### config.mk
export PLATFORM = sky130hd
export DESIGN_NAME = vcop_operand_sel
export DESIGN_NICKNAME = d
export VERILOG_FILES = /design/src/rtl/vcop_pkg.sv /design/src/rtl/vcop_operand_sel.sv
export SDC_FILE = /design/constraint.sdc
export NUM_CORES = 1
export LEC_CHECK = 0
export CORE_AREA = 5 5 138 140
export DETAILED_ROUTE_END_ITERATION = 8
export DIE_AREA = 0 0 143 145
export DONT_BUFFER_PORTS = 1
export SLEW_MARGIN = 30
export SYNTH_ARGS = -nofsm -noshare
export SYNTH_HDL_FRONTEND = slang
export SYNTH_SLANG_ARGS = --single-unit
### constraint.sdc
create_clock -name vclk -period 1.6
set_clock_uncertainty 0.05 [all_clocks]
set_input_delay 0.24 -clock vclk [all_inputs]
set_output_delay 0.24 -clock vclk [all_outputs]
set_load 0.02 [all_outputs]
### src/rtl/vcop_pkg.sv
`default_nettype none

package vcop_pkg;

    //////////////////////////////////////////////////
    // widths
    //////////////////////////////////////////////////
    parameter int XLEN       = 32;  // scalar word
    parameter int REG_ADDR_W = 5;   // 32 regs, both files

    //////////////////////////////////////////////////
    // encodings
    //////////////////////////////////////////////////
    // major opcode, instr[6:0]
    typedef enum logic [6:0] {
        OP_OTHER    = 7'b0000000,
        OP_STORE_FP = 7'b0100111,  // vse lives here
        OP_V        = 7'b1010111   // arith + vsetvli
    } opcode_e;

    // OP_V funct3, only the integer forms
    typedef enum logic [2:0] {
        OPIVV = 3'b000,
        OPIVI = 3'b011,
        OPIVX = 3'b100,
        OPCFG = 3'b111
    } funct3_e;

    typedef enum logic [2:0] {
        ALU_ADD,
        ALU_SUB,  // vs2 - a
        ALU_AND,
        ALU_OR,
        ALU_XOR
    } alu_op_e;

    // where operand a comes from
    typedef enum logic [1:0] {
        OPSEL_VREG,
        OPSEL_XREG,
        OPSEL_IMM
    } opsel_e;

    // vsew field of vtype
    typedef enum logic [1:0] {
        SEW_8  = 2'd0,
        SEW_16 = 2'd1,
        SEW_32 = 2'd2
    } sew_e;

    //////////////////////////////////////////////////
    // bundles
    //////////////////////////////////////////////////
    typedef struct packed {
        logic                  vreg_wr;     // writes vd
        logic                  is_vconfig;
        logic                  is_store;
        alu_op_e               alu_op;
        opsel_e                opsel;
        logic [REG_ADDR_W-1:0] vd;
        logic [REG_ADDR_W-1:0] vs1;
        logic [REG_ADDR_W-1:0] vs2;
        logic [REG_ADDR_W-1:0] vs3;         // store source
        logic [REG_ADDR_W-1:0] rs1;
        logic [REG_ADDR_W-1:0] rs2;
        logic [4:0]            imm;         // zero-extended later
        sew_e                  sew;         // requested by vsetvli
    } vuop_t;

    // live vtype/vl
    typedef struct packed {
        sew_e            sew;
        logic [XLEN-1:0] vl;
    } vcfg_t;

endpackage

`default_nettype wire

### src/rtl/vcop_operand_sel.sv
`default_nettype none

module vcop_operand_sel #(
    parameter int VLEN = 128
) (
    input  vcop_pkg::vuop_t           uop,
    input  vcop_pkg::vcfg_t           cfg,
    input  logic [VLEN-1:0]           vs1_data,
    input  logic [vcop_pkg::XLEN-1:0] xreg,      // rs1 value
    output logic [VLEN-1:0]           op_a
);

    logic [vcop_pkg::XLEN-1:0] scalar;  // value to splat

    // imm is zero-extended, not sign-extended
    assign scalar = (uop.opsel == vcop_pkg::OPSEL_IMM) ?
                    {{(vcop_pkg::XLEN-5){1'b0}}, uop.imm} : xreg;

    always_comb begin
        if (uop.opsel == vcop_pkg::OPSEL_VREG) begin
            op_a = vs1_data;
        end else begin
            // truncate to sew, repeat per element
            case (cfg.sew)
                vcop_pkg::SEW_16: op_a = {(VLEN/16){scalar[15:0]}};
                vcop_pkg::SEW_32: op_a = {(VLEN/32){scalar[31:0]}};
                default:          op_a = {(VLEN/8){scalar[7:0]}};
            endcase
        end
    end

endmodule

`default_nettype wire

Yosys cells after proc, flatten, opt, wreduce, memory -nomap -nowiden:

Cells that the tools add are included.
W data, S select, Z words.

* register bits: 0
* latch bits: 0
* memory bits (writable): 0
* bits in read-only memories: 0
* input port bits: 239
* word-level logic and storage cells: 7
* memories: 0

* add/sub/neg operators: 0
* $mul: 0
* div/mod/pow operators: 0
* $lt $le $gt $ge: 0
* equality and inequality tests: 3
* shifts and indexed selects: 0
* mux-type cells: 3
* bitwise logic cells: 0
* reduce and logical (&&, ||, !) cells: 1

Operators by type and width (number)
* $pmux W128 S2: 1
* $mux W128: 1
* $mux W32: 1
* $eq A2 B2 Y1 const B: 2
* $eq A2 B1 Y1 const B: 1
* $logic_not A2 Y1: 1

Depth between registers and ports, before layout:

* depth after elaboration: 4
* mapped depth: 6
* depth with buffers taken out: 5

Least setup slack after synthesis:

OpenSTA, ideal clock, no wires.

* kind: in2out
* from: input port cfg[32] (netlist name)
* to: output port op_a[110]
* arrival time: 1.570 ns
* setup slack: -0.260 ns
* cell stages on the path: 6
* cell sequence: inv_1 > ha_1 > o21ba_1 > buf_2 > a21boi_0 > o21ai_0

* cells in the longest elaborated chain, start to end: 3

Ends and longest elaborated chain
* start: declaration: RTL line vcop_operand_sel.sv:7 `input vcop_pkg::vcfg_t cfg,`
* $eq A2 B2 Y1 or $eq A2 B1 Y1 (tied branches): RTL line vcop_operand_sel.sv:24 `case (cfg.sew)`
* $pmux W128 S2 (*): RTL line vcop_operand_sel.sv:24
* $mux W128 (*): RTL line vcop_operand_sel.sv:20 `if (uop.opsel == vcop_pkg::OPSEL_VREG) begin`
* end: declaration: RTL line vcop_operand_sel.sv:10 `output logic [VLEN-1:0] op_a`

Mark *: on every way between the ends. The rest lies on a longest branch, timed or not.

Worst setup path in the final report:

* from: input port cfg[32] (netlist name)
* to: output port op_a[24]

Same word-level chain as after synthesis.

==> impl_metrics.ini <==
[run_status]
status = finished with violations
failed_checks = negative setup slack

[worst_setup_path]
start_kind = input pin
cp_data_required_time_ns = 1.31
cp_max_fo = 11
critPathCaptureType = output port
worstSetupPathType = in2out
crit_arrival_ns = 1.49

[synth]
ys_seq_area_share_pct = 0
syn_inst = 345
synth_top_area_share_pct = 23.3
syn-num-nets = 586
yosysWarnings = 0
synth.avg_cell_area_um2 = 5.19
yosys-top-cells-area = nand2_1, nor2_1, a21oi_1
synth_area_leader_cell = nand2_1
synth_area_um2 = 1790
yosysUniqueCellTypes = 30

[route]
drc = 0
num_vias = 2990
wl_per_cell_um = 21.4
antenna_left = 0
routed_wl_um = 13900
drt_iter0_drc = 196
via_per_inst = 4.59
first_pass_iters = 4

[sta]
rsz0062_at_grt = true
max-slew-margin-rel_pct = 58.5
slew_violations = 0
fmax_mhz = 561
period_share_pct = 111
tightest_slew_ns = 0.621
period_needed_ns = 1.78
fin_ws_ns = -0.181
hold_violations = 0
setup_viol = 90

[place]
place_hpwl_um = 11900
io_buffers = 0
gp_congestion = 0.817
place_area_um2 = 3250
pre_cts_ws_ns = -0.241

[grt]
grtUsageTotal_pct = 12.0
grt_pass1_vias = 2893
grt_pass1_wl_um = 19400
antenna_found_initial = 0
grt-ovfl-total = 0
grt_max_degree = 69

[floorplanning]
core_region_area_um2 = 17700
die_area_um2 = 20700
die_h_um = 145
start_util_pct = 10.1
rows = 49
ios = 367
die_x_um = 143

[finish]
num_antenna_cells = 0
fin_area_um2 = 3760
nFillCells = 1962
n_clock_buffer = 0
drive_above_1_share_pct = 52.4
final_util_pct = 21.2
regArea_um2 = 0
nets = 665
multi_input_area_um2 = 2470
syn_to_final_growth_pct = 110
design.seq.count = 0

[power]
power_density_nw_per_um2 = 496
ir_worst_vdd_v = 0.000185
leakage_nw = 1.43

[job]
maxCapViolCount = 0

[min_path]
min_path_type = in2out

[clock_tree]
cts_hold_buf = 0
synth_stat cells (all sizes together) (2+ instances only):
library cell / count
o21a: 16
a31oi: 21
o211ai: 20
inv: 3
and3b: 2
nor2b: 3
o21ai: 9
nand2: 111
nor2: 54
a22o: 5
clkbuf: 7
ha: 2
o211a: 3
a22oi: 5
a311o: 4
a21oi: 33
buf: 21
nand3: 17
where the power goes:
| group | leakage, nW | internal, mW | switching, mW |
|---|---|---|---|
| Clock | 0 | 0 | 0 |
| Sequential | 0 | 0 | 0 |
| Combinational | 1.43 | 0.745 | 1.12 |
worst max-delay path, stage by stage:
cell,delay (ns)
inv_8,0.01
ha_4,0.33
buf_4,0.15
nand2_1,0.05
a22o_4,0.33
a31oi_2,0.19
buf_4,0.17
routing by layer:
metal | vias up | track usage, % | wire, µm
met5 | - | 0 | 0
met4 | 0 | 0.143 | 110
met3 | 10 | 3.98 | 1450
met2 | 186 | 21.1 | 6890
met1 | 1406 | 15.2 | 5500
li1 | 1388 | - | -
through the flow:
step / setup TNS [ns] / hold slack, ns / instances / total power, mW
6_report: -7.44 / 0.577 / 651 / 1.86
3_5_place_dp: -15.23 / 0.577 / 647 / 1.71
3_3_place_gp: -14.43 / 0.576 / 647 / 1.70
5_1_grt: -13.36 / 0.582 / 651 / 1.98
2_1_floorplan: -1.05 / 0.570 / 345 / 1.13
4_1_cts: -8.22 / 0.583 / 651 / 1.86
cells by family after synthesis:
kind of cell               count (synthesis)  share of synthesized area [%]
adders and majority gates                  2                           1.40
and+or+nand+nor                          192                           43.2
buffers and inverters                     31                           8.74
AOI/OAI and AO/OA                        120                           46.7
cell usage in the layout (no fill, tap or decap), drive strengths merged, types with 5 or more instances in the layout:
cell | Yosys | final
a31oi | 21 | 21
nand3 | 17 | 17
o211ai | 20 | 20
o21a | 16 | 16
nand2 | 111 | 111
nor2 | 54 | 54
o21ai | 9 | 9
a22oi | 5 | 5
a22o | 5 | 5
a21oi | 33 | 33
buf | 21 | 105
layout make-up:
type	instances	area share (%)
Inverter	3	0.500
Tap cell	229	7.63
Multi-Input combinational cell	314	65.7
Timing Repair Buffer	105	26.2
timing repair:
action                     CTS  global route
resized for setup           77            20
pin swaps                   15            11
cloned                       1             0
setup buffers                3             0
setup endpoints to repair   96            96
worst paths after layout:
path | cells after the start | slack, ns | start | to
max | 7 | -0.18 | cfg[32] | op_a[24]
min | 1 | 0.58 | vs1_data[54] | op_a[54]
Power figures use the tool's default switching activity.
