--- src/rtl/vcop_pkg.sv ---
`default_nettype none

package vcop_pkg;

    //////////////////////////////////////////////////
    // widths
    //////////////////////////////////////////////////
    parameter int XLEN       = 32;  // scalar word
    parameter int REG_ADDR_W = 5;   // 32 regs, both files

    //////////////////////////////////////////////////
    // encodings
    //////////////////////////////////////////////////
    // major opcode, instr[6:0]
    typedef enum logic [6:0] {
        OP_OTHER    = 7'b0000000,
        OP_STORE_FP = 7'b0100111,  // vse lives here
        OP_V        = 7'b1010111   // arith + vsetvli
    } opcode_e;

    // OP_V funct3, only the integer forms
    typedef enum logic [2:0] {
        OPIVV = 3'b000,
        OPIVI = 3'b011,
        OPIVX = 3'b100,
        OPCFG = 3'b111
    } funct3_e;

    typedef enum logic [2:0] {
        ALU_ADD,
        ALU_SUB,  // vs2 - a
        ALU_AND,
        ALU_OR,
        ALU_XOR
    } alu_op_e;

    // where operand a comes from
    typedef enum logic [1:0] {
        OPSEL_VREG,
        OPSEL_XREG,
        OPSEL_IMM
    } opsel_e;

    // vsew field of vtype
    typedef enum logic [1:0] {
        SEW_8  = 2'd0,
        SEW_16 = 2'd1,
        SEW_32 = 2'd2
    } sew_e;

    //////////////////////////////////////////////////
    // bundles
    //////////////////////////////////////////////////
    typedef struct packed {
        logic                  vreg_wr;     // writes vd
        logic                  is_vconfig;
        logic                  is_store;
        alu_op_e               alu_op;
        opsel_e                opsel;
        logic [REG_ADDR_W-1:0] vd;
        logic [REG_ADDR_W-1:0] vs1;
        logic [REG_ADDR_W-1:0] vs2;
        logic [REG_ADDR_W-1:0] vs3;         // store source
        logic [REG_ADDR_W-1:0] rs1;
        logic [REG_ADDR_W-1:0] rs2;
        logic [4:0]            imm;         // zero-extended later
        sew_e                  sew;         // requested by vsetvli
    } vuop_t;

    // live vtype/vl
    typedef struct packed {
        sew_e            sew;
        logic [XLEN-1:0] vl;
    } vcfg_t;

endpackage

`default_nettype wire

--- src/rtl/vcop_store_port.sv ---
`default_nettype none

module vcop_store_port #(
    parameter int VLEN = 128
) (
    input  logic                      clk,
    input  logic                      arst_n,
    input  vcop_pkg::vuop_t           uop,
    input  logic [vcop_pkg::XLEN-1:0] addr,          // rs1 base
    input  logic [VLEN-1:0]           vs3_data,
    input  logic [VLEN/8-1:0]         body_be,
    output logic                      dm_v_write,
    output logic [vcop_pkg::XLEN-1:0] data_addr,
    output logic [VLEN-1:0]           v_store_data,
    output logic [VLEN/8-1:0]         store_byte_en
);

    // one pulse per store, back to back allowed
    always_ff @(posedge clk or negedge arst_n) begin
        if (!arst_n) begin
            dm_v_write <= 1'b0;
        end else begin
            dm_v_write <= uop.is_store;
        end
    end

    // payload only loads on a store
    always_ff @(posedge clk) begin
        if (uop.is_store) begin
            data_addr     <= addr;
            v_store_data  <= vs3_data;  // whole register
            store_byte_en <= body_be;   // body bytes only
        end
    end

endmodule

`default_nettype wire

--- config.mk ---
export PLATFORM = sky130hd
export DESIGN_NAME = vcop_store_port
export DESIGN_NICKNAME = d
export VERILOG_FILES = /design/src/rtl/vcop_pkg.sv /design/src/rtl/vcop_store_port.sv
export SDC_FILE = /design/constraint.sdc
export NUM_CORES = 1
export LEC_CHECK = 0
export ABC_AREA = 0
export BUFFER_PORTS_ARGS = -buffer_cell sky130_fd_sc_hd__buf_4
export CAP_MARGIN = 20
export CORE_ASPECT_RATIO = 0.5
export CORE_MARGIN = 4
export CORE_UTILIZATION = 30
export DETAILED_ROUTE_END_ITERATION = 8
export GPL_TIMING_DRIVEN = 0
export SLEW_MARGIN = 0
export SYNTH_ARGS = -nofsm -noshare
export SYNTH_HDL_FRONTEND = slang
export SYNTH_SLANG_ARGS = --single-unit
--- constraint.sdc ---
create_clock -name clk -period 1 [get_ports clk]
set_input_delay 0.15 -clock clk [delete_from_list [all_inputs] [get_ports clk]]
set_output_delay 0.15 -clock clk [all_outputs]
set_load 0.005 [all_outputs]
==> results.sh, run 1 <==
export IMPL_outcome="aborted with a tool error"
export IMPL_stop_stage="clock tree synthesis (4_1_cts)"
export IMPL_error_line="[ERROR RSZ-0060] Max buffer count reached."
export IMPL_cts_made_buffers=17
export IMPL_cts_buffer_depth=2
export IMPL_yosys_area_share_simple_pct=0
export IMPL_netlist_instances=177
export IMPL_clock_root_buffer="clkbuf_16"
export IMPL_pre_cts_ws_ps=-512
export IMPL_dpl_instance_area_mm2=0.00830
export IMPL_synthMuxAreaShare_pct=0
export IMPL_yosys_area_top_type="edfxtp_1"
export IMPL_netlist_top_cells_area="edfxtp_1 (100%), dfrtp_1 (0.47%)"
export IMPL_syn_cell_area_mm2=0.00531
export IMPL_clock_sinks=177
export IMPL_cts_hold_buf=161
export IMPL_synth_adder_area_share_pct=0
export IMPL_avgSynthCellArea_um2=30.0
export IMPL_syn_nets=400
export IMPL_ys_types=2
export IMPL_io_pins=400
export IMPL_ys_ff_latch=177
export IMPL_synth_top_area_share_pct=99.5
export IMPL_synth_xor_area_share_pct=0
export IMPL_cts_resized=41
export IMPL_cts_setup_buffers=0
export IMPL_port_buffers=355
export IMPL_ys_seq_area_share_pct=100
export IMPL_die_x_um=196
export IMPL_rows=34
export IMPL_die_y_um=102
export IMPL_gp_congestion=0.769
export IMPL_htree_levels=4
export IMPL_start_util_pct=30.6
export IMPL_ys_warnings_count=0
export IMPL_synth_compound_area_share_pct=0
## metrics by stage
step                cells  util (%)
floorplan             177         -
global placement      766      47.6
detailed placement    767      47.8
## kinds of logic after synthesis
| kind of cell | count (synthesis) |
|---|---|
| DFF | 177 |
## cell usage after synthesis
cell type,n
dfrtp_1,1
edfxtp_1,176
==> inputs of run 2 (changes only) <==
--- a/config.mk
+++ b/config.mk
@@ -8,11 +8,11 @@
 export ABC_AREA = 0
 export BUFFER_PORTS_ARGS = -buffer_cell sky130_fd_sc_hd__buf_4
 export CAP_MARGIN = 20
-export CORE_ASPECT_RATIO = 0.5
 export CORE_MARGIN = 4
-export CORE_UTILIZATION = 30
+export CORE_UTILIZATION = 20
 export DETAILED_ROUTE_END_ITERATION = 8
 export GPL_TIMING_DRIVEN = 0
+export PLACE_DENSITY_LB_ADDON = 0.15
 export SLEW_MARGIN = 0
 export SYNTH_ARGS = -nofsm -noshare
 export SYNTH_HDL_FRONTEND = slang
==> run 2 against run 1 <==
  * Area after synthesis unchanged
  * The flow now finishes, with violations (negative setup slack)
  * Synthesized cell count unchanged
==> results.sh, run 2 <==
export IMPL_drcViolationCount=0
export IMPL_outcome="finished with violations"
export IMPL_relSlewSlack_pct=65.1
export IMPL_power_density_mw_per_mm2=1600
export IMPL_synthArstFlopShare_pct=0.565
export IMPL_tns_ps=-14340
export IMPL_die_area_mm2=0.0292
export IMPL_hold_viol_final=0
export IMPL_cts_buffer_depth=2
export IMPL_dpl_hpwl_mm=11.3
export IMPL_grt_use_total_pct=10.7
export IMPL_fill_cells=2379
export IMPL_arrival_ps=1000
export IMPL_cp_top_family="flip-flops"
export IMPL_crit_fanout=1
export IMPL_cts_tree="done"
export IMPL_max_freq_ghz=0.870
export IMPL_dr_pass1_iters=3
export IMPL_grt_max_degree=94
export IMPL_syn_nets=400
export IMPL_netlist_top_cells_area="edfxtp_1 (100%), dfrtp_1 (0.47%)"
export IMPL_ys_types=2
export IMPL_synth_edf_count=176
export IMPL_first_global_vias=4370
export IMPL_grt_pass1_wl_mm=23.9
export IMPL_crit_type="register to output port"
export IMPL_cp_required_ps=850
export IMPL_mostFrequentLayoutCells="buf_4 (273), dlygate4sd3_1 (177), edfxtp_1 (176)"
export IMPL_period_needed_ps=1150
export IMPL_clk_pin_slew_ps=80
export IMPL_cts_made_buffers=17
export IMPL_yosys_area_top_type="edfxtp_1"
export IMPL_multi_input_area_um2=0
export IMPL_syn_cell_area_mm2=0.00531
export IMPL_pre_cts_ws_ps=-560
export IMPL_p_leak_nw=4.58
export IMPL_cts_setup_buffers=0
export IMPL_worst_pin_slew_ps=523
export IMPL_clock_sinks=177
export IMPL_wl_mm=16.5
export IMPL_crit_chain="buf_6"
export IMPL_finalSetupViolations=177
export IMPL_port_buffers=355
export IMPL_rsz0062_at_grt="true"
export IMPL_ys_warnings_count=0
export IMPL_rows=59
export IMPL_slowest_stage="edfxtp_1"
export IMPL_avgRoutedWirePerCell_um=15.3
export IMPL_start_util_pct=20.4
export IMPL_hold_path_class="input pin to async pin"
export IMPL_post_route_worst_setup_slack_ps=-150
export IMPL_layout_drive_gt1_share_pct=52.0
export IMPL_synthTopCellsByCount="edfxtp_1 (176), dfrtp_1 (1)"
export IMPL_max_stage_delay_ps=430
export IMPL_worstSetupEndpointType="output port"
export IMPL_netlist_instances=177
export IMPL_max_cap_violations=0
export IMPL_synth_most_common_cell="edfxtp_1"
export IMPL_largest_reg_flops=128
export IMPL_drt_antenna_violating_nets=0
export IMPL_worstSetupStartpointType="register"
export IMPL_gr_total_overflow=0
export IMPL_fin_hold_ws_ps=41.3
export IMPL_ys_seq_area_share_pct=100
export IMPL_violations="negative setup slack"
export IMPL_largest_register="v_store_data"
export IMPL_first_iter_violations=107
export IMPL_drv_slew=0
export IMPL_antenna_found_initial=2
export IMPL_ir_worst_vdd_v=0.000721
export IMPL_final_common_cell="buf_4"
export IMPL_num_multi_input_gates=0
export IMPL_avgSynthCellArea_um2=30.0
export IMPL_top_regs="v_store_data (128), data_addr (32), store_byte_en (16)"
export IMPL_vias=3903
export IMPL_synth_top_area_share_pct=99.5
export IMPL_ys_ff_latch=177
export IMPL_syn2layout_area_growth_pct=109
export IMPL_gp_congestion=0.719
export IMPL_viasPerCell=3.61
export IMPL_ff_latch_area_mm2=0.00531
export IMPL_die_x_um=171
export IMPL_synthFlopType="edfxtp_1"
export IMPL_period_share_pct=115
export IMPL_die_y_um=171
export IMPL_nNetsFinal=953
export IMPL_io_pins=400
export IMPL_critPathBufInv=1
export IMPL_htree_levels=4
export IMPL_core_area_mm2=0.0261
export IMPL_clock_root_buffer="clkbuf_16"
## run 2: cell counts after synthesis
Identical to the previous run, type by type.
## run 2: timing repair
action / CTS / global route
pin swaps: 0 / 0
setup endpoints to repair: 270 / 201
hold buffers: 177 / 0
gates resized for setup: 32 / 50
gates cloned: 0 / 1
hold endpoints to repair: 177 / 0
## run 2: cells by family after synthesis
group | count (synthesis) | synth area share, %
flops | 177 | 100
## run 2: routing by layer
| layer | vias to the layer above | global-route usage [%] | part of all wire (%) | routed length [um] |
|---|---|---|---|---|
| met5 | - | 0 | 0 | 0 |
| met4 | 0 | 3.89 | 1.4 | 234 |
| met3 | 12 | 4.92 | 11 | 1790 |
| met2 | 205 | 18.9 | 53 | 8800 |
| met1 | 1851 | 11.1 | 35 | 5720 |
| li1 | 1835 | - | - | - |
## run 2: final timing paths
kind	cells past startpoint	slack, ps	end	from
worst max-delay path	1	-150	v_store_data[90]	v_store_data[90]$_DFFE_PP_
worst min-delay path	2	40	dm_v_write$_DFF_PN0_	arst_n
max in group asynchronous	2	880	dm_v_write$_DFF_PN0_	arst_n
min in group clk	1	140	v_store_data[67]$_DFFE_PP_	uop[42]
## run 2: metrics by stage
step	power, mW	instances	cell area, um^2	util (%)
floorplan	9.20	177	5310	-
global placement	10.8	867	8390	32.2
detailed placement	10.9	868	8430	32.3
CTS	18.0	1077	10900	41.7
global route	18.6	1080	11100	42.6
finish	17.8	1080	11100	42.6
## run 2: layout make-up
type,instances,area share (%)
Timing Repair Buffer,534,43.3
Sequential cell,177,47.9
Clock buffer,18,3.87
Clock inverter,14,1.08
Tap cell,335,3.78
Antenna cell,2,0.0451
## run 2: power by group
| group | internal, mW | switching, mW | total, mW |
|---|---|---|---|
| clock | 3.29 | 3.05 | 6.34 |
| combinational | 1.69 | 0.705 | 2.40 |
| sequential | 8.81 | 0.217 | 9.03 |
Note: power is estimated with default switching activity, not from simulation.
