[src/rtl/vcop_pkg.sv]
`default_nettype none

package vcop_pkg;

    //////////////////////////////////////////////////
    // widths
    //////////////////////////////////////////////////
    parameter int XLEN       = 32;  // scalar word
    parameter int REG_ADDR_W = 5;   // 32 regs, both files

    //////////////////////////////////////////////////
    // encodings
    //////////////////////////////////////////////////
    // major opcode, instr[6:0]
    typedef enum logic [6:0] {
        OP_OTHER    = 7'b0000000,
        OP_STORE_FP = 7'b0100111,  // vse lives here
        OP_V        = 7'b1010111   // arith + vsetvli
    } opcode_e;

    // OP_V funct3, only the integer forms
    typedef enum logic [2:0] {
        OPIVV = 3'b000,
        OPIVI = 3'b011,
        OPIVX = 3'b100,
        OPCFG = 3'b111
    } funct3_e;

    typedef enum logic [2:0] {
        ALU_ADD,
        ALU_SUB,  // vs2 - a
        ALU_AND,
        ALU_OR,
        ALU_XOR
    } alu_op_e;

    // where operand a comes from
    typedef enum logic [1:0] {
        OPSEL_VREG,
        OPSEL_XREG,
        OPSEL_IMM
    } opsel_e;

    // vsew field of vtype
    typedef enum logic [1:0] {
        SEW_8  = 2'd0,
        SEW_16 = 2'd1,
        SEW_32 = 2'd2
    } sew_e;

    //////////////////////////////////////////////////
    // bundles
    //////////////////////////////////////////////////
    typedef struct packed {
        logic                  vreg_wr;     // writes vd
        logic                  is_vconfig;
        logic                  is_store;
        alu_op_e               alu_op;
        opsel_e                opsel;
        logic [REG_ADDR_W-1:0] vd;
        logic [REG_ADDR_W-1:0] vs1;
        logic [REG_ADDR_W-1:0] vs2;
        logic [REG_ADDR_W-1:0] vs3;         // store source
        logic [REG_ADDR_W-1:0] rs1;
        logic [REG_ADDR_W-1:0] rs2;
        logic [4:0]            imm;         // zero-extended later
        sew_e                  sew;         // requested by vsetvli
    } vuop_t;

    // live vtype/vl
    typedef struct packed {
        sew_e            sew;
        logic [XLEN-1:0] vl;
    } vcfg_t;

endpackage

`default_nettype wire

[src/rtl/vcop_vcfg.sv]
`default_nettype none

module vcop_vcfg #(
    parameter int VLEN = 128
) (
    input  logic                      clk,
    input  logic                      arst_n,
    input  vcop_pkg::vuop_t           uop,
    input  logic [vcop_pkg::XLEN-1:0] avl,      // rs1 value
    output vcop_pkg::vcfg_t           cfg,
    output logic [VLEN/8-1:0]         body_be
);

    localparam int unsigned VLMAX_8  = VLEN / 8;
    localparam int unsigned VLMAX_16 = VLEN / 16;
    localparam int unsigned VLMAX_32 = VLEN / 32;

    logic [vcop_pkg::XLEN-1:0] vlmax;  // for the requested sew

    always_comb begin
        case (uop.sew)
            vcop_pkg::SEW_16: vlmax = VLMAX_16;
            vcop_pkg::SEW_32: vlmax = VLMAX_32;
            default:          vlmax = VLMAX_8;
        endcase
    end

    always_ff @(posedge clk or negedge arst_n) begin
        if (!arst_n) begin
            cfg.sew <= vcop_pkg::SEW_8;
            cfg.vl  <= '0;  // nothing active out of reset
        end else if (uop.is_vconfig) begin
            cfg.sew <= uop.sew;
            cfg.vl  <= (avl < vlmax) ? avl : vlmax;  // clamp
        end
    end

    // byte i belongs to element i >> sew
    always_comb begin
        for (int unsigned i = 0; i < VLEN / 8; i++) begin
            body_be[i] = ((i >> cfg.sew) < cfg.vl);
        end
    end

endmodule

`default_nettype wire

[config.mk]
export PLATFORM = sky130hd
export DESIGN_NAME = vcop_vcfg
export DESIGN_NICKNAME = d
export VERILOG_FILES = /design/src/rtl/vcop_pkg.sv /design/src/rtl/vcop_vcfg.sv
export SDC_FILE = /design/constraint.sdc
export NUM_CORES = 1
export LEC_CHECK = 0
export BUFFER_PORTS_ARGS = -buffer_cell sky130_fd_sc_hd__clkbuf_2
export CAP_MARGIN = 5
export CORE_AREA = 2 2 74 76
export DETAILED_ROUTE_END_ITERATION = 16
export DIE_AREA = 0 0 76 78
export GPL_TIMING_DRIVEN = 1
export PLACE_DENSITY_LB_ADDON = 0.3
export SLEW_MARGIN = 20
export SYNTH_ARGS = -nofsm -noshare
export SYNTH_HDL_FRONTEND = slang
export SYNTH_SLANG_ARGS = --single-unit
[constraint.sdc]
create_clock -name clk -period 2.2 [get_ports clk]
set_input_delay 0.22 -clock clk [delete_from_list [all_inputs] [get_ports clk]]
set_output_delay 0.22 -clock clk [all_outputs]
set_load 0.05 [all_outputs]
### After elaboration in Yosys (flattened, before gate mapping)

Cells that the tools add are included.
W data, S select, Z words.

* register bits after elaboration: 34
* output and inout port bits: 50
* memories: 0
* RAM bits: 0
* logic and storage cells: 39
* bits in latches: 0
* memory bits (read-only): 0

* reduce and logical (&&, ||, !) cells: 0
* shifts and indexed selects: 16
* add/subtract/negate cells: 0
* equal/unequal tests: 2
* multipliers: 0
* bitwise gates (word level): 0
* magnitude comparators: 17
* multiplexer cells: 2
* divide/modulo/power cells: 0

Operator list (number)
* $lt A32 B32 Y1: 17
* $shr A4 B2 Y32 const A: 8
* $shr A3 B2 Y32 const A: 4
* $shr A1 B2 Y32 const A: 2
* $shr A2 B2 Y32 const A: 2
* $mux W32: 1
* $pmux W5 S2: 1
* $eq A2 B1 Y1 const B: 1
* $eq A2 B2 Y1 const B: 1

### Logic depth before layout (Yosys ltp)

* depth in word-level cells: 4
* gate-level depth with buffers: 9
* gate-level depth less buffers: 9

### Worst setup path before layout

OpenSTA, ideal clock, no wires.

* path kind: reg2out
* from: reg cfg[33] (netlist name)
* to: out body_be[10]
* data arrival time: 2.323 ns
* path slack: -0.343 ns
* buffers on the path: 0
* cell stages (with the launch flop): 8
* cell sequence: dfrtp_1 > inv_1 > ha_1 > or2_2 > ha_1 > a21oi_1 > o21ai_0 > nand2_1

* longest elaborated chain between the ends: 2

RTL lines
* start, declared: RTL line vcop_vcfg.sv:10 `output vcop_pkg::vcfg_t cfg,`
* $shr A4 B2 Y32: RTL line vcop_vcfg.sv:41 `body_be[i] = ((i >> cfg.sew) < cfg.vl);`
* $lt A32 B32 Y1: RTL line vcop_vcfg.sv:41
* end, declared: RTL line vcop_vcfg.sv:11 `output logic [VLEN/8-1:0] body_be`

No other way between the ends.

### Worst setup path after layout

* from: reg cfg[32] (netlist name)
* to: out body_be[8]

Same word-level chain as after synthesis.

==> results.tsv <==
stage	metric	value	unit
run_status	status	finished, final reports clean	
setup_path	crit path max-delay cell type	dfrtp_2	
timing	RSZ-0062 raised after global routing	true	
power_and_ir_drop	Switching Power	575	uW
drt	Antenna Violating Nets Remaining	0	
timing	setup TNS	0	ns
power_and_ir_drop	VDD IR max	333	uV
synth	Syn. warnings	0	
floorplanning	initial core utilization	0.390	
grt	GRT overflow	0	
final_layout	Largest register FFs	34	
setup_path	CP Capture Type	primary output	
synth	Netlist Area Pre-Place	1960	um^2
grt	first-pass GRT wire length	7450	um
grt	GRT Total Usage	0.152	
final_layout	Nets	407	
clocking	hold_buf cts	0	
setup_path	crit path kind	flop to primary output	
synth	post-synth top area cell	dfrtp_1	
power_and_ir_drop	Clock Power Share	0.249	
drt	routed len/inst	12.1	um
synth	Mapped Cells	211	
synth	register area share after synthesis	0.433	
setup_path	Required @ worst endpoint	1.98	ns
power_and_ir_drop	Power Total	1640	uW
setup_path	cell chain of the critical path	buf_4, ha_2, ha_2, a21oi_2, o21a_1, o21ai_0, nand2_1, buf_8	
power_and_ir_drop	Leak	0.00137	uW
setup_path	worst-path maximum fanout	4	
setup_path	CP Data Arrival Time	1.92	ns
grt	antenna violations before repair	0	
synth	FF+latch count, synth	34	
final_layout	most common cell after layout, fill and taps aside	clkbuf_2	
clocking	CTS Buf Count	5	
final_layout	most frequent cells in the layout	72 x clkbuf_2, 31 x dfrtp_1, 27 x nor2b_1	
timing	max_slew headroom	0.471	
placement	hpwl dp	3510	um
timing	Worst-Margin Slew	0.793	ns
timing	Final Cycle Share	0.972	
final_layout	Filler cells	466	
setup_path	CP delay by family, top	adder cells	
timing	Hold WS	0.0159	ns
final_layout	layout cell share with drive strength beyond 1	0.432	
setup_path	WP buf/inv	2	
drt	Remaining DRCs	0	
final_layout	Largest regs	cfg x34	
final_layout	Reg with most FFs	cfg	
floorplanning	Die ar.	5930	um^2
synth	Area contributors post-synth	dfrtp_1 43%, ha_1 13%, nor2b_1 8.6%	
placement	Placer Congestion	0.806	
drt	vias per cell	4.80	
floorplanning	std cell rows	26	
timing	min setup slack post-route	0.0626	ns
synth	top cell type's share of synthesized area	0.433	
clocking	CTS Buffer Depth	2	
floorplanning	core area	5040	um^2
timing	Final Hold Vio Count	0	
setup_path	Worst Setup Start Kind	flop	
power_and_ir_drop	Switching Fraction	0.351	
final_layout	Multi-input gate area	1130	um^2
grt	pin count of the biggest net entering global routing	42	
timing	Setup violations, final	0	
clocking	clock latency on the worst-skew pair	0.27	ns
clocking	CTS tree	built	
drt	Pre-antenna DRT Iters	4	
placement	IO Port Bufs	86	
clocking	CTS clk-pin slew, worst paths	0.06	ns
floorplanning	die height	78	um
hold_path	HP Class	input pin to asynchronous set/reset pin	
power_and_ir_drop	Sequential Power Share	0.396	
synth	synthesized area per cell	9.31	um^2
placement	pre-CTS setup slack	0.0339	ns
timing	Achievable Freq	0.468	GHz
drt	detailed-route via count	1815	
power_and_ir_drop	pwr/cell area	584	nW/um^2
synth	synth unique cells	25	
drt	Initial DRC Count	18	
clocking	clock sinks	34	
run	max_cap viols	0	
grt	vias in the first global route	1659	
power_and_ir_drop	Pint	1060	uW
floorplanning	I/O pin total	129	
clocking	# H-tree levels	2	
final_layout	synthesis-to-finish area growth	42.8	%
final_layout	ANT cells	0	
floorplanning	Die X-Extent	76	um
setup_path	Crit path top cell by count	ha_2	
final_layout	Reg area	855	um^2
drt	final wirelength	4570	um
timing	Final min period	2.14	ns
timing	skew final	0	ns
timing	Max Slew Vio Count	0	
clocking	CTS root buffer	clkbuf_8	
setup_path	Worst path max stage delay	0.40	ns
power_and_ir_drop	Logic pwr share	0.354	
synth	synthesized net count	310	
power by group through the flow:
stage	registers, uW	logic (uW)	clock network [uW]
floorplan	688	320	0
global placement	662	489	0
detailed placement	662	495	0
CTS	649	528	430
global route	652	634	459
finish	650	581	409
kinds of logic (layout without fill, tap and decap cells):
kind of cell	Yosys count	in the layout	share of synthesized area
DFF	34	34	0.433
adders and majority gates	20	20	0.127
AOI/OAI and AO/OA	41	41	0.122
muxes	3	3	0.0153
and+or+nand+nor	91	91	0.255
xor gates and xnor gates	2	2	0.00892
buffers and inverters	20	117	0.0389
layer usage:
metal  global-route usage  wire [um]  vias to the layer above
li1                     -          -                      918
met1                0.195       1950                      835
met2                0.255       2310                       62
met4               0.0327          0                        0
met5                    0          0                        -
met3               0.0453        309                        0
through the flow:
stage,instances,util,area [um^2]
after detailed placement,364,0.498,2510
after CTS,373,0.527,2660
after global routing,378,0.556,2810
after global placement,364,0.498,2510
after floorplan,211,-,1970
final,378,0.556,2810
area by class of cell:
class                           instances  area share
Timing Repair Buffer                   98       0.215
Sequential cell                        34       0.305
Clock inverter                          2     0.00357
Clock buffer                            5      0.0245
Inverter                               12      0.0192
Multi-Input combinational cell        157       0.402
Tap cell                               70      0.0312
synthesized netlist by cell type:
cell / n
ha_1: 20
nor4_1: 10
nand2_1: 27
a211oi_4: 1
o21a_1: 2
inv_1: 12
nand2b_1: 4
or2_2: 1
clkbuf_1: 7
mux2i_1: 3
buf_2: 1
nor4_2: 4
nand3_1: 7
xnor2_1: 2
nor2_1: 7
o22ai_1: 1
o21ai_0: 17
a21boi_0: 1
o2111ai_1: 1
a21oi_1: 16
o2bb2ai_1: 1
a21o_1: 1
nand4_1: 4
dfrtp_1: 34
nor2b_1: 27
final timing paths:
path / depth (start not counted) / endpoint / startpoint / slack, ns
hold reg to reg: 1 / cfg[30] / cfg[30] / 0.52
max in group asynchronous: 1 / cfg[32] / arst_n / 1.63
hold / removal: 1 / cfg[20] / arst_n / 0.02
setup / recovery: 8 / body_be[8] / cfg[32] / 0.06
min in group clk: 3 / cfg[1] / avl[1] / 0.19
setup reg to reg: 3 / cfg[1] / cfg[1] / 1.10
timing repair:
| action | in CTS | in global routing |
|---|---|---|
| setup buffers | 2 | 5 |
| setup endpoints to repair | 10 | 16 |
| gates resized for setup | 14 | 46 |
| pin swaps | 0 | 8 |
Power figures use the tool's default switching activity.
