**config.mk**
```make
export PLATFORM = sky130hd
export DESIGN_NAME = vcop_decoder
export DESIGN_NICKNAME = d
export VERILOG_FILES = /design/src/rtl/vcop_pkg.sv /design/src/rtl/vcop_decoder.sv
export SDC_FILE = /design/constraint.sdc
export NUM_CORES = 1
export LEC_CHECK = 0
export BUFFER_PORTS_ARGS = -buffer_cell sky130_fd_sc_hd__buf_2
export CAP_MARGIN = 20
export CORE_MARGIN = 3
export CORE_UTILIZATION = 32
export DETAILED_ROUTE_END_ITERATION = 7
export MAX_ROUTING_LAYER = met4
export PLACE_DENSITY = 0.89
export SLEW_MARGIN = 25
export SYNTH_ARGS = -nofsm -noshare
export SYNTH_HDL_FRONTEND = slang
export SYNTH_SLANG_ARGS = --single-unit
```
**constraint.sdc**
```tcl
create_clock -name vclk -period 2.5
set_input_delay 0.5 -clock vclk [all_inputs]
set_output_delay 0.5 -clock vclk [all_outputs]
set_load 0.02 [all_outputs]
```
**src/rtl/vcop_pkg.sv**
```systemverilog
`default_nettype none

package vcop_pkg;

    //////////////////////////////////////////////////
    // widths
    //////////////////////////////////////////////////
    parameter int XLEN       = 32;  // scalar word
    parameter int REG_ADDR_W = 5;   // 32 regs, both files

    //////////////////////////////////////////////////
    // encodings
    //////////////////////////////////////////////////
    // major opcode, instr[6:0]
    typedef enum logic [6:0] {
        OP_OTHER    = 7'b0000000,
        OP_STORE_FP = 7'b0100111,  // vse lives here
        OP_V        = 7'b1010111   // arith + vsetvli
    } opcode_e;

    // OP_V funct3, only the integer forms
    typedef enum logic [2:0] {
        OPIVV = 3'b000,
        OPIVI = 3'b011,
        OPIVX = 3'b100,
        OPCFG = 3'b111
    } funct3_e;

    typedef enum logic [2:0] {
        ALU_ADD,
        ALU_SUB,  // vs2 - a
        ALU_AND,
        ALU_OR,
        ALU_XOR
    } alu_op_e;

    // where operand a comes from
    typedef enum logic [1:0] {
        OPSEL_VREG,
        OPSEL_XREG,
        OPSEL_IMM
    } opsel_e;

    // vsew field of vtype
    typedef enum logic [1:0] {
        SEW_8  = 2'd0,
        SEW_16 = 2'd1,
        SEW_32 = 2'd2
    } sew_e;

    //////////////////////////////////////////////////
    // bundles
    //////////////////////////////////////////////////
    typedef struct packed {
        logic                  vreg_wr;     // writes vd
        logic                  is_vconfig;
        logic                  is_store;
        alu_op_e               alu_op;
        opsel_e                opsel;
        logic [REG_ADDR_W-1:0] vd;
        logic [REG_ADDR_W-1:0] vs1;
        logic [REG_ADDR_W-1:0] vs2;
        logic [REG_ADDR_W-1:0] vs3;         // store source
        logic [REG_ADDR_W-1:0] rs1;
        logic [REG_ADDR_W-1:0] rs2;
        logic [4:0]            imm;         // zero-extended later
        sew_e                  sew;         // requested by vsetvli
    } vuop_t;

    // live vtype/vl
    typedef struct packed {
        sew_e            sew;
        logic [XLEN-1:0] vl;
    } vcfg_t;

endpackage

`default_nettype wire

```
**src/rtl/vcop_decoder.sv**
```systemverilog
`default_nettype none

module vcop_decoder (
    input  logic [vcop_pkg::XLEN-1:0] instr,
    output vcop_pkg::vuop_t           uop
);

    logic              alu_ok;  // funct6 is one we implement
    vcop_pkg::alu_op_e alu_op;
    logic              width_ok;

    // funct6 -> alu op
    always_comb begin
        alu_ok = 1'b1;
        case (instr[31:26])
            6'b000000: alu_op = vcop_pkg::ALU_ADD;
            6'b000010: alu_op = vcop_pkg::ALU_SUB;
            6'b001001: alu_op = vcop_pkg::ALU_AND;
            6'b001010: alu_op = vcop_pkg::ALU_OR;
            6'b001011: alu_op = vcop_pkg::ALU_XOR;
            default: begin
                alu_op = vcop_pkg::ALU_ADD;
                alu_ok = 1'b0;
            end
        endcase
    end

    // vse8/16/32 width codes
    assign width_ok = (instr[14:12] == 3'b000) || (instr[14:12] == 3'b101) ||
                      (instr[14:12] == 3'b110);

    always_comb begin
        uop        = '0;  // x or zero word lands here and stays a no-op
        uop.alu_op = alu_op;
        uop.opsel  = vcop_pkg::OPSEL_VREG;
        uop.sew    = vcop_pkg::SEW_8;
        uop.vd     = instr[11:7];
        uop.vs3    = instr[11:7];   // same slot as vd
        uop.vs1    = instr[19:15];
        uop.rs1    = instr[19:15];
        uop.imm    = instr[19:15];
        uop.vs2    = instr[24:20];
        uop.rs2    = instr[24:20];
        case (instr[6:0])
            vcop_pkg::OP_V: begin
                case (instr[14:12])
                    vcop_pkg::OPIVV: uop.vreg_wr = alu_ok;
                    vcop_pkg::OPIVX: begin
                        uop.opsel   = vcop_pkg::OPSEL_XREG;
                        uop.vreg_wr = alu_ok;
                    end
                    vcop_pkg::OPIVI: begin
                        uop.opsel   = vcop_pkg::OPSEL_IMM;
                        uop.vreg_wr = alu_ok;
                    end
                    vcop_pkg::OPCFG: begin
                        // vsetvli only, vsew in 25:23, reserved sews ignored
                        if (!instr[31] && !instr[25] && instr[24:23] != 2'b11) begin
                            uop.is_vconfig = 1'b1;
                            uop.sew        = vcop_pkg::sew_e'(instr[24:23]);
                        end
                    end
                    default: ;
                endcase
            end
            vcop_pkg::OP_STORE_FP: begin
                // unit stride only: mew=0, mop=00, sumop=0
                uop.is_store = width_ok && (instr[28:26] == 3'b000) &&
                               (instr[24:20] == 5'b00000);
            end
            default: ;
        endcase
    end

endmodule

`default_nettype wire

```
=== Yosys cells after proc, flatten, opt, wreduce, memory -nomap -nowiden ===
Index checks and enable logic that the tools add are counted.
Widths: inputs -> output; s select.

* Register bits after elaboration: 0
* Bits of input ports: 32
* Output and inout port bits: 45

* Equal/unequal tests: 12
* Multiplexer cells: 12
* Reduce and logical (&&, ||, !) cells: 14

{| class="wikitable"
|+ Operator list
! cell !! count
|-
| $eq 6x4->1 const B || 3
|-
| $eq 3x3->1 const B || 4
|-
| $pmux 3 s4 || 1
|-
| $mux 2 || 5
|-
| $eq 7x6->1 const B || 1
|-
| $eq 7x7->1 const B || 1
|-
| $eq 6x2->1 const B || 1
|-
| $logic_not 3->1 || 2
|-
| $logic_not 6->1 || 1
|-
| $logic_not 5->1 || 1
|-
| $mux 1 || 5
|-
| $reduce_or 5->1 || 1
|-
| $logic_and 1x1->1 || 4
|-
| $pmux 2 s2 || 1
|-
| $eq 3x2->1 const B || 1
|-
| $reduce_or 3->1 || 1
|-
| $logic_not 1->1 || 2
|-
| $logic_or 1x1->1 || 2
|-
| $ne 2x2->1 const B || 1
|}

=== Logic depth before layout (Yosys ltp) ===
* Word-level depth: 6
* Gate-level depth with buffers: 3
* Gate-level depth less buffers: 3

=== Least setup slack after synthesis ===
Ideal clock, no wire load.

* Kind: input-to-output
* From: input port instr[3] in the netlist's numbering
* To: output port uop[42] in the netlist's numbering
* Arrival: 1.414 ns
* Data required time: 2.000 ns
* Slack: 0.586 ns
* Cell stages on the path: 3
* Path buffers: 0
* Cell sequence: and4b_2 > nand4_1 > a211oi_1

{| class="wikitable"
|+ RTL lines
! element !! RTL line !! text
|-
| start: declaration || vcop_decoder.sv:4 || <nowiki>input logic [vcop_pkg::XLEN-1:0] instr,</nowiki>
|-
| end: declaration || vcop_decoder.sv:5 || <nowiki>output vcop_pkg::vuop_t uop</nowiki>
|}

==> impl_metrics.py <==
metrics = {
    "sta": {
        "fmaxAchievable_ghz": 0.510,
        "finalSetupViolCount": 0,
        "max_slew_violation_count": 0,
        "finalCritPeriodShare_pct": 78.5,
        "setup_total_negative_slack_ns": 0,
        "slew-limit-headroom_pct": 76.6,
        "final.min_clock_period_ns": 1.96,
        "rsz_0062_raised_after_global_routing": "false",
        "tightest_slew_ns": 0.349,
        "fin_hold_ws_ns": 1.00,
        "count_of_final_hold_check_violations": 0,
    },
    "cells_and_area": {
        "regArea_um2": 0,
        "stdcell_area_um2": 452,
        "post_route_cells_drive_above_1_share_pct": 70.0,
        "final_common_cell": "buf_2",
        "nNetsFinal": 104,
        "n_sequential_cell": 0,
        "insertedDiodeCount": 0,
        "clkbuf_count": 0,
        "fillerInstances": 172,
        "mostFrequentLayoutCells": "buf_2, nor2_1, nor3_1",
        "areaGrowthSynthToFinish_pct": -6.96,
    },
    "floorplanning": {
        "fp.coreArea_mm2": 0.00137,
        "die_outline_area_mm2": 0.00202,
        "floorplan.die.width_um": 45.0,
        "placement_rows": 13,
        "die_h_um": 45.0,
        "io-pin-count": 77,
        "initial_core_util_pct": 35.5,
    },
    "routing": {
        "wl_mm": 1.09,
        "vias_per_cell": 4.75,
        "antenna_violating_nets_post_route": 0,
        "detail_route.first_pass.iterations": 4,
        "dr_total_vias": 404,
        "drt_iter0_markers": 2,
        "route.detailed.wl_per_inst_um": 12.8,
        "route.detailed.drc": 0,
    },
    "global_routing": {
        "first_global_vias": 393,
        "grt_start_max_net_pins": 7,
        "global_route.overflow_total": 0,
        "initial_antenna_violation_count": 0,
        "grt_pass1_wl_mm": 1.69,
        "groute.usage.overall_pct": 10.9,
    },
    "min_path": {
        "hold_removal_path_class": "input pin to output port",
    },
    "placement": {
        "port_buffers": 42,
        "gpl.final_weighted_congestion": 0.651,
        "placed_area_um2": 452,
        "post-dp-hpwl_um": 994,
    },
    "clocking": {
        "cts_repair_resize_count": 0,
        "cts-hold-fix-buffers": 0,
        "cts.repair_timing.setup_buffer_count": 0,
    },
    "pwr": {
        "power_total_mw": 0.0601,
        "switching_power_mw": 0.0335,
        "share_seq_of_total_power_pct": 0,
        "p_comb_share_pct": 100.0,
        "power_switching_share_pct": 55.7,
        "ir_drop_mv": 0.0376,
        "power_frac_clock_pct": 0,
        "cellInternalPower_mw": 0.0266,
        "cellLeakagePower_nw": 0.275,
        "power_density_cells_mw_per_mm2": 133,
    },
    "critical_path": {
        "critical_path_capture_point": "uop[44]",
        "worstSetupPathType": "input pin to output port",
        "setup.worst_path.start": "instr[28]",
        "worstSetupStartpointType": "input pin",
        "required_ns": 2.00,
        "critical_path_arrival_ns": 1.46,
        "critical_path.endpoint_type": "output port",
        "critical_path_peak_fanout": 4,
    },
    "run": {
        "maxCapViolCount": 0,
    },
    "yosys": {
        "netlist-cell-type-count": 21,
        "yosys_warnings": 0,
        "syn_area_um2": 485,
        "syn_avg_cell_area_um2": 7.71,
        "ys_seq_area_share_pct": 0,
        "synthesized_instance_count": 63,
        "mappedNetlistNets": 95,
    },
    "outcome": {
        "outcome": "finished, final reports clean",
    },
}
-- power by group through the flow --
stage / clock network, mW / logic (mW) / registers, mW
final: 0 / 0.0601 / 0
after global routing: 0 / 0.0657 / 0
after CTS: 0 / 0.0605 / 0
after detailed placement: 0 / 0.0604 / 0
after global placement: 0 / 0.0583 / 0
after floorplan: 0 / 0.0951 / 0
-- area by class of cell --
type | count | area (um^2) | share of cell area (%)
multi-input combinational | 28 | 223 | 49.3
tap | 15 | 18.8 | 4.16
timing repair buffer | 42 | 210 | 46.5
-- critical path, cell delays in order --
cell and delay, ns:
buf_2 0.11, nor3_1 0.33, o21ai_0 0.14, nor3_1 0.19
buf_2 0.19
-- per-stage QoR --
step | setup WS, ns | util, % | cells
after global placement | 0.550 | 33.1 | 85
after global routing | 0.386 | 33.1 | 85
after detailed placement | 0.530 | 33.1 | 85
after floorplan | 0.586 | - | 63
after CTS | 0.524 | 33.1 | 85
final | 0.539 | 33.1 | 85
-- cells in the mapped netlist, drive strengths merged --
library cell | instances | area share, %
buf | 35 | 54
and3b | 3 | 5.7
nor2 | 3 | 2.3
nor3 | 3 | 3.1
and3 | 2 | 2.6
and4 | 2 | 3.6
nand4 | 2 | 3.9
nor3b | 2 | 5.2
a211oi | 1 | 1.5
a21oi | 1 | 1.0
and4b | 1 | 2.3
and4bb | 1 | 2.6
mux2 | 1 | 2.3
nand2 | 1 | 0.77
nor4 | 1 | 1.3
nor4b | 1 | 3.1
o21ai | 1 | 1.0
xnor2 | 1 | 1.8
xor2 | 1 | 1.8
-- worst min path at each step --
stage / from / slack [ns] / cells past startpoint / to
3_5_place_dp: instr[8] / 1.00 / 0 / uop[18]
4_1_cts: instr[8] / 1.00 / 0 / uop[18]
2_1_floorplan: instr[24] / 1.05 / 1 / uop[0]
3_3_place_gp: instr[8] / 1.00 / 0 / uop[18]
6_report: instr[17] / 1.00 / 0 / uop[4]
5_1_grt: instr[7] / 1.00 / 0 / uop[32]
-- layer usage --
layer | vias up | share of wire, % | track usage, %
met5 | - | 0 | -
met4 | 0 | 0 | 0.585
met3 | 0 | 17 | 2.39
met2 | 30 | 47 | 19.8
li1 | 203 | - | -
met1 | 171 | 36 | 12.6
-- cell families after synthesis --
kind of cell              Yosys count  synth area share, %
muxes                               1                 2.32
buffers and inverters              35                 54.1
AOI/OAI and AO/OA                   3                 3.61
and+or+nand+nor                    22                 36.3
xor gates and xnor gates            2                 3.61
Power figures use the tool's default switching activity.
